`src/source/cache_pkg.sv`:
```
package cache_pkg;

    // geometry of the cache
    localparam int NUM_WAYS    = 4;
    localparam int NUM_SETS    = 16;
    localparam int TAG_BITS    = 23;
    localparam int SET_BITS    = 4;
    localparam int OFFSET_BITS = 5;
    localparam int LINE_BITS   = 256;
    localparam int WORD_BITS   = 32;
    localparam int MASK_BITS   = 4;

    // address split is tag | set | offset
    typedef logic [TAG_BITS+SET_BITS+OFFSET_BITS-1:0] addr_t;
    typedef logic [TAG_BITS-1:0]        tag_t;
    typedef logic [SET_BITS-1:0]        set_idx_t;
    typedef logic [OFFSET_BITS-1:0]     offset_t;
    typedef logic [WORD_BITS-1:0]       word_t;
    typedef logic [MASK_BITS-1:0]       mask_t;     // one bit per byte lane
    typedef logic [LINE_BITS-1:0]       line_t;
    typedef logic [$clog2(NUM_WAYS)-1:0] way_t;
    typedef logic [NUM_WAYS-2:0]        plru_t;     // tree bits, root is bit 0

    typedef enum logic [2:0] {
        IDLE,
        COMPARE,
        WRITEBACK,  // victim line out to memory
        FILL,       // new line in from memory
        RESPOND
    } cache_state_t;

endpackage

```
`src/source/cache_req_if.sv`:
```
`timescale 1ns/1ns

interface cache_req_if;
    import cache_pkg::*;

    logic     req_valid;    // registered request has a nonzero mask
    tag_t     tag;
    set_idx_t set_idx;
    offset_t  offset;
    mask_t    rmask;
    mask_t    wmask;
    word_t    wdata;

    modport source (
        output req_valid, tag, set_idx, offset, rmask, wmask, wdata
    );

    modport sink (
        input req_valid, tag, set_idx, offset, rmask, wmask, wdata
    );

endinterface

```
`src/source/cache_way_if.sv`:
```
`timescale 1ns/1ns

interface cache_way_if;
    import cache_pkg::*;

    logic hit;
    way_t hit_way;
    way_t victim_way;       // plru choice for the request set
    logic victim_dirty;     // valid and dirty
    tag_t victim_tag;

    modport source (
        output hit, hit_way, victim_way, victim_dirty, victim_tag
    );

    modport sink (
        input hit, hit_way, victim_way, victim_dirty, victim_tag
    );

endinterface

```
`src/source/cache_ctrl.sv`:
```
`timescale 1ns/1ns

module cache_ctrl (
    input  logic             clk,
    input  logic             rst,
    cache_req_if.sink        req,
    cache_way_if.sink        ways,
    input  logic             dfp_resp,
    output logic             accept,
    output logic             tag_we,
    output logic             tag_dirty,
    output cache_pkg::way_t  access_way,
    output logic             touch,
    output logic             fill_we,
    output logic             word_we,
    output logic             ufp_resp,
    output logic             dfp_read,
    output logic             dfp_write,
    output cache_pkg::addr_t dfp_addr
);
    import cache_pkg::*;

    cache_state_t state;
    cache_state_t state_next;
    logic         is_write;

    assign is_write = |req.wmask;

    always_ff @(posedge clk) begin
        if (rst) begin
            state <= IDLE;
        end else begin
            state <= state_next;
        end
    end

    always_comb begin
        state_next = state;
        accept     = 1'b0;
        tag_we     = 1'b0;
        tag_dirty  = 1'b0;
        touch      = 1'b0;
        fill_we    = 1'b0;
        word_we    = 1'b0;
        ufp_resp   = 1'b0;
        dfp_read   = 1'b0;
        dfp_write  = 1'b0;
        access_way = ways.hit_way;
        dfp_addr   = {req.tag, req.set_idx, offset_t'(0)};  // request line

        unique case (state)
            IDLE: begin
                accept     = 1'b1;
                state_next = COMPARE;
            end
            COMPARE: begin
                if (!req.req_valid) begin
                    state_next = IDLE;  // nothing was presented
                end else if (ways.hit) begin
                    ufp_resp   = 1'b1;
                    touch      = 1'b1;
                    word_we    = is_write;
                    tag_we     = is_write;
                    tag_dirty  = 1'b1;
                    state_next = IDLE;
                end else begin
                    state_next = ways.victim_dirty ? WRITEBACK : FILL;
                end
            end
            WRITEBACK: begin
                access_way = ways.victim_way;
                dfp_write  = 1'b1;
                dfp_addr   = {ways.victim_tag, req.set_idx, offset_t'(0)};
                if (dfp_resp) begin
                    state_next = FILL;
                end
            end
            FILL: begin
                access_way = ways.victim_way;
                dfp_read   = 1'b1;
                if (dfp_resp) begin
                    fill_we    = 1'b1;
                    tag_we     = 1'b1;
                    tag_dirty  = is_write;  // write data is merged into the fill
                    state_next = RESPOND;
                end
            end
            RESPOND: begin
                ufp_resp   = 1'b1;      // line now hits in the filled way
                touch      = 1'b1;
                state_next = IDLE;
            end
            default: begin
                state_next = IDLE;
            end
        endcase
    end

endmodule

```
`src/flat_wrapper.sv`:
```
// flat-port wrapper written by rule: the top's interface ports become plain ports
module cache_ctrl_flat import cache_pkg::*;
  (clk, rst, dfp_resp, accept, tag_we, tag_dirty, access_way, touch, fill_we, word_we, ufp_resp, dfp_read, dfp_write, dfp_addr, req_req_valid, req_tag, req_set_idx, req_offset, req_rmask, req_wmask, req_wdata, ways_hit, ways_hit_way, ways_victim_way, ways_victim_dirty, ways_victim_tag);
  cache_req_if req_i ();
  cache_way_if ways_i ();
  input  logic clk;
  input  logic rst;
  input  logic dfp_resp;
  output logic accept;
  output logic tag_we;
  output logic tag_dirty;
  output cache_pkg::way_t access_way;
  output logic touch;
  output logic fill_we;
  output logic word_we;
  output logic ufp_resp;
  output logic dfp_read;
  output logic dfp_write;
  output cache_pkg::addr_t dfp_addr;
  input wire logic [$bits(req_i.req_valid)-1:0] req_req_valid;
  input wire logic [$bits(req_i.tag)-1:0] req_tag;
  input wire logic [$bits(req_i.set_idx)-1:0] req_set_idx;
  input wire logic [$bits(req_i.offset)-1:0] req_offset;
  input wire logic [$bits(req_i.rmask)-1:0] req_rmask;
  input wire logic [$bits(req_i.wmask)-1:0] req_wmask;
  input wire logic [$bits(req_i.wdata)-1:0] req_wdata;
  input wire logic [$bits(ways_i.hit)-1:0] ways_hit;
  input wire logic [$bits(ways_i.hit_way)-1:0] ways_hit_way;
  input wire logic [$bits(ways_i.victim_way)-1:0] ways_victim_way;
  input wire logic [$bits(ways_i.victim_dirty)-1:0] ways_victim_dirty;
  input wire logic [$bits(ways_i.victim_tag)-1:0] ways_victim_tag;
  assign req_i.req_valid = req_req_valid;
  assign req_i.tag = req_tag;
  assign req_i.set_idx = req_set_idx;
  assign req_i.offset = req_offset;
  assign req_i.rmask = req_rmask;
  assign req_i.wmask = req_wmask;
  assign req_i.wdata = req_wdata;
  assign ways_i.hit = ways_hit;
  assign ways_i.hit_way = ways_hit_way;
  assign ways_i.victim_way = ways_victim_way;
  assign ways_i.victim_dirty = ways_victim_dirty;
  assign ways_i.victim_tag = ways_victim_tag;
  cache_ctrl u_core (.clk(clk), .rst(rst), .req(req_i), .ways(ways_i), .dfp_resp(dfp_resp), .accept(accept), .tag_we(tag_we), .tag_dirty(tag_dirty), .access_way(access_way), .touch(touch), .fill_we(fill_we), .word_we(word_we), .ufp_resp(ufp_resp), .dfp_read(dfp_read), .dfp_write(dfp_write), .dfp_addr(dfp_addr));
endmodule
```
`config.mk`:
```
export PLATFORM = sky130hd
export DESIGN_NAME = cache_ctrl_flat
export DESIGN_NICKNAME = d
export VERILOG_FILES = /design/src/source/cache_pkg.sv /design/src/source/cache_req_if.sv /design/src/source/cache_way_if.sv /design/src/source/cache_ctrl.sv /design/src/flat_wrapper.sv
export SDC_FILE = /design/constraint.sdc
export NUM_CORES = 1
export LEC_CHECK = 0
export CORE_AREA = 2 2 56 58
export CTS_CLUSTER_SIZE = 24
export DETAILED_ROUTE_END_ITERATION = 7
export DIE_AREA = 0 0 58 60
export DONT_BUFFER_PORTS = 1
export PLACE_DENSITY = 0.39
export SYNTH_ARGS = -nofsm -noshare
export SYNTH_HDL_FRONTEND = slang
export SYNTH_SLANG_ARGS = --single-unit
```
`constraint.sdc`:
```
create_clock -name clk -period 2.4 [get_ports clk]
set_input_delay 0.12 -clock clk [delete_from_list [all_inputs] [get_ports clk]]
set_output_delay 0.12 -clock clk [all_outputs]
set_load 0.005 [all_outputs]
```
# --- Word level (Yosys, flattened, before mapping) ---
# Cells that the tools add are included.
totals:
  register_bits: 3
  latchBits: 0
  ramBits: 0
  romBits: 0
  input_bits: 105
  output_inout_bits: 43
  elab_cells: 33
  n_memories: 0
classes:
  add_sub_neg: 0
  mul: 0
  div: 0
  magnitude_cmp: 0
  eq_ne: 6
  shifts: 0
  n_mux: 22
  bitwise_logic: 0
  n_reduce_logical: 4
op_table:
  columns: ["cell", "count"]
  rows:
  - ["two-way mux 32 bit", 1]
  - ["two-way mux 1 bit", 12]
  - ["two-way mux 3 bit", 4]
  - ["one-hot mux 3 bit (4 select lines)", 1]
  - ["== test 3 x 2 -> 1 bit, second input constant", 2]
  - ["one-hot mux 1 bit (2 select lines)", 3]
  - ["!= test 2 bit, second input constant", 2]
  - ["OR reduction 4 bit", 1]
  - ["== test 3 x 1 -> 1 bit, second input constant", 1]
  - ["== test 3 bit, second input constant", 1]
  - ["zero test 3 bit", 1]
  - ["two-way mux 2 bit", 1]
  - ["AND reduction 2 bit", 1]
  - ["OR reduction 2 bit", 1]

# --- Logic depth before layout (Yosys ltp) ---
logic_depth:
  word_depth: 4
  ltp_mapped: 5
  depth_no_buf: 4

# --- Least setup slack after synthesis ---
# Ideal clock, no wire load.
synth_path:
  path_type: "reg-to-output"
  start: "register u_core.state[1]"
  end: "output port dfp_addr[12]"
  arrival_ns: 1.214
  required_ns: 2.280
  slack_ns: 1.066
  stages_incl_launch_ff: 6
  path_buffers: 1
  cell_sequence: "dfxtp_1 -> nor2b_2 -> nand2_4 -> inv_6 -> buf_12 -> mux2_4"
synth_between:
  elab_chain_cells: 2
synth_lines:
  columns: ["element", "line_no", "text"]
  rows:
  - ["from (decl)", "cache_ctrl.sv:23", "cache_state_t state;"]
  - ["from (signal assigned)", "cache_ctrl.sv:33", "state <= state_next;"]
  - ["== test 3 x 2 -> 1 bit", "cache_ctrl.sv:51", "unique case (state)"]
  - ["two-way mux 32 bit", "cache_ctrl.sv:51", null]
  - ["to (decl)", "flat_wrapper.sv:19", "output cache_pkg::addr_t dfp_addr;"]
# No other way between the ends.

# --- Worst setup path in the final report ---
layout_path:
  start: "register u_core.state[1]"
  end: "output port dfp_addr[31]"
# The elaborated chain is that of the path after synthesis.

==> run_results.csv <==
group,metric,value,unit
synthesis,synth_simple_gate_area_share,18.2,%
synthesis,main_combinational_cell_family_by_area_after_synthesis,"multiplexers",
placed_design,gp_congestion,0.648,
die,fp.dieW,58,um
sta,timing.final.crit_share,73.8,%
sta,report.final.setup_viol,0,
sta,period_minus_slack,1.77,ns
die,total_die_area,3480,sq um
worst_setup_path,worst-endpoint-arrival,1.65,ns
placed_design,dpl-instance-area,642,sq um
grt,number_of_antenna_violations_at_the_first_check_in_global_routing,0,
worst_setup_path,worst-endpoint-required,2.28,ns
grt,overflow,0,
layout,design.final.nets,173,
synthesis,synthesis_stage_register_bit_count,3,
die,floorplan.core_area,2900,sq um
synthesis,ys_top_cells_by_area,"sky130_fd_sc_hd__mux2_4, sky130_fd_sc_hd__buf_4, sky130_fd_sc_hd__dfxtp_1, sky130_fd_sc_hd__mux2_2, sky130_fd_sc_hd__buf_12",
power_and_ir_drop,p_total,0.000251,W
synthesis,synth_largest_type_area_fraction,40.7,%
synthesis,synth_most_common_cell,"sky130_fd_sc_hd__mux2_4",
synthesis,synth_sequential_area_ratio,8.57,%
clocking,max-clock-path-buffers,2,
sta,timing_max_transition_violations_final,0,
power_and_ir_drop,worst_ir_drop_on_vdd,0.353,mV
layout,biggestRegsByFlops,"u_core.state: 3 flops",
detailed_routing,wl,1410,um
synthesis,synth_warn,0,
clocking,tritoncts,"done",
placed_design,placement.io_buffers,0,
power_and_ir_drop,cellPowerDensity,370,nW/um^2
worst_setup_path,critPathLaunchType,"flip-flop",
layout,antenna_cells_inserted,0,
clocking,clock_tree.root_cell,"sky130_fd_sc_hd__clkbuf_4",
worst_setup_path,slowest_delay,0.39,ns
layout,area_delta_synth_final,-3.21,%
synthesis,avgSynthCellArea,10.0,sq um
grt,grt_max_degree,25,
die,boundaryPins,148,
sta,grt_setup_unrepaired,"no",
die,starting_utilization_of_the_core_area,24.1,%
min_path,hold_path.class,"input pin to flip-flop",
run_status,outcome,"finished, final reports clean",
sta,fin_worst_skew,0.00272,ns
worst_setup_path,timing.critical_path.cells,"nor2b_2, nand2_4, inv_6, mux2_2",
job,total_of_max_cap_violations,0,
detailed_routing,drc,0,
layout,flip_flop_count_of_the_largest_register_after_layout,3,
synthesis,synth.largest_area_cell,"sky130_fd_sc_hd__mux2_4",
layout,final_core_util,23.4,%
synthesis,synthFlopType,"sky130_fd_sc_hd__dfxtp_1",
die,core.rowCount,20,
synthesis,synthMuxAreaShare,47.1,%
worst_setup_path,critical_path_class,"flip-flop to output port",
layout,layout.cell_area.non_filler,678,sq um
worst_setup_path,critical-path-slowest-cell,"sky130_fd_sc_hd__dfxtp_1",
clocking,clock_sink_count,3,
synthesis,synthXorXnorAreaFrac,0,%
synthesis,post_synth_inst_count,70,
worst_setup_path,worst-path-max-fanout,24,
sta,hold_viol,0,
layout,n_fill_cell,326,
worst_setup_path,crit_end_category,"output port",
clocking,clk_transition_reported_paths,0.03,ns
placed_design,dp.final_hpwl,1250,um
layout,registers.top_by_ff_count,"u_core.state",
sta,setup-tns-final,0,ns
synthesis,syn_area,701,sq um
synthesis,synth_enable_flop_cells,0,
sta,achievable-frequency,565,MHz
grt,grt_pass1_vias,428,
synthesis,area_share_of_fa_ha_maj_cells_after_synthesis,0,%
detailed_routing,detailedRoute.firstPassIterationCount,2,
synthesis,ys_top_cells_by_count,"sky130_fd_sc_hd__mux2_4, sky130_fd_sc_hd__buf_4, sky130_fd_sc_hd__nand2_1",
grt,grt.total_usage,6.73,%
detailed_routing,drtIter0Drc,4,
clocking,insertion_delay,0.23,ns
synthesis,synth_compound_gate_area_share,6.79,%
detailed_routing,post_drt_wl_per_cell,14.1,um
clocking,cts_htree_levels,1,
detailed_routing,vias_per_cell,4.86,
grt,first_pass_grt_wire_length,1800,um
power_and_ir_drop,power.static_leakage,0.293,nW
detailed_routing,final_antenna_net_count,0,
synthesis,postSynth.asyncResetShare,0,%
die,dieHeight,60,um
layout,layout-drive-gt1-share,46.3,%
synthesis,synth.distinct_cells,23,
detailed_routing,num_vias,486,
clocking,cts_buffers,3,
clocking,cts_setup_buffers,0,
## worst max-delay path, delay by kind of cell, from the launching register on
family	cells	cell delay, ns
buf+inv	1	0.23
flops	1	0.39
mux	1	0.39
simple gates	2	0.41
## kinds of logic after synthesis
family | count (synthesis)
mux | 23
simple gates | 22
buf+inv | 15
compound gates | 6
flops | 3
other cells | 1
## area by class of cell
cell class,instances,area [sq um],area share [%]
clock buffer,4,26.3,3.87
inverter,3,16.3,2.40
multi-input combinational,56,524,77.3
sequential,3,60.1,8.86
tap,33,41.3,6.09
timing repair buffer,1,10.0,1.48
## per-layer routing
| metal | GRT usage, % | up-vias | wire length, um | part of all wire (%) |
|---|---|---|---|---|
| li1 | - | 225 | - | - |
| met1 | 6.08 | 203 | 408 | 29 |
| met2 | 14.1 | 58 | 765 | 54 |
| met3 | 2.60 | 0 | 237 | 17 |
| met4 | 0.997 | 0 | 0 | 0 |
| met5 | 0 | - | 0 | 0 |
## worst paths after layout
path,from,depth (start not counted),slack [ns],endpoint
worst min-delay path,dfp_resp,2,0.06,u_core.state[2]
worst min register to register,u_core.state[0],2,0.55,u_core.state[2]
worst max register to register,u_core.state[2],3,1.15,u_core.state[0]
worst max-delay path,u_core.state[1],4,0.63,dfp_addr[31]
## through the flow
step / worst slack, ns / hold WS, ns / instances
after CTS: 0.589 / 0.0583 / 100
final: 0.630 / 0.0580 / 100
after global routing: 0.538 / 0.0746 / 100
after global placement: 0.865 / 0.196 / 95
after floorplan: 1.07 / 0.192 / 74
after detailed placement: 0.834 / 0.195 / 95
## cell usage in the layout, fill, tap and decap left out, drive strengths merged
cell type | synthesis | routed
or2b | 3 | 3
and4bb | 1 | 1
nand2b | 1 | 1
a311oi | 1 | 1
conb | 1 | 5
clkbuf | 0 | 4
dfxtp | 3 | 3
nor4 | 1 | 1
o21ai | 2 | 2
o41ai | 1 | 1
inv | 3 | 3
a21oi | 1 | 1
nand3 | 1 | 1
a2111oi | 1 | 1
nand2 | 8 | 8
dlygate4sd3 | 0 | 1
nor2b | 1 | 1
nor2 | 5 | 5
mux2 | 23 | 23
nor3 | 1 | 1
## report_power, final
group	internal [W]	switching (W)
clock	0.0000622	0.0000242
combinational	0.0000588	0.0000470
sequential	0.0000535	0.00000493
total	0.000175	0.0000762
## timing repair
item	4_1_cts	5_1_grt
endpoints found under the setup margin	0	0
hold buffers	1	0
resized for setup	0	0
endpoints found under the hold margin	3	0
No activity file was read; power rests on OpenSTA's default activity.
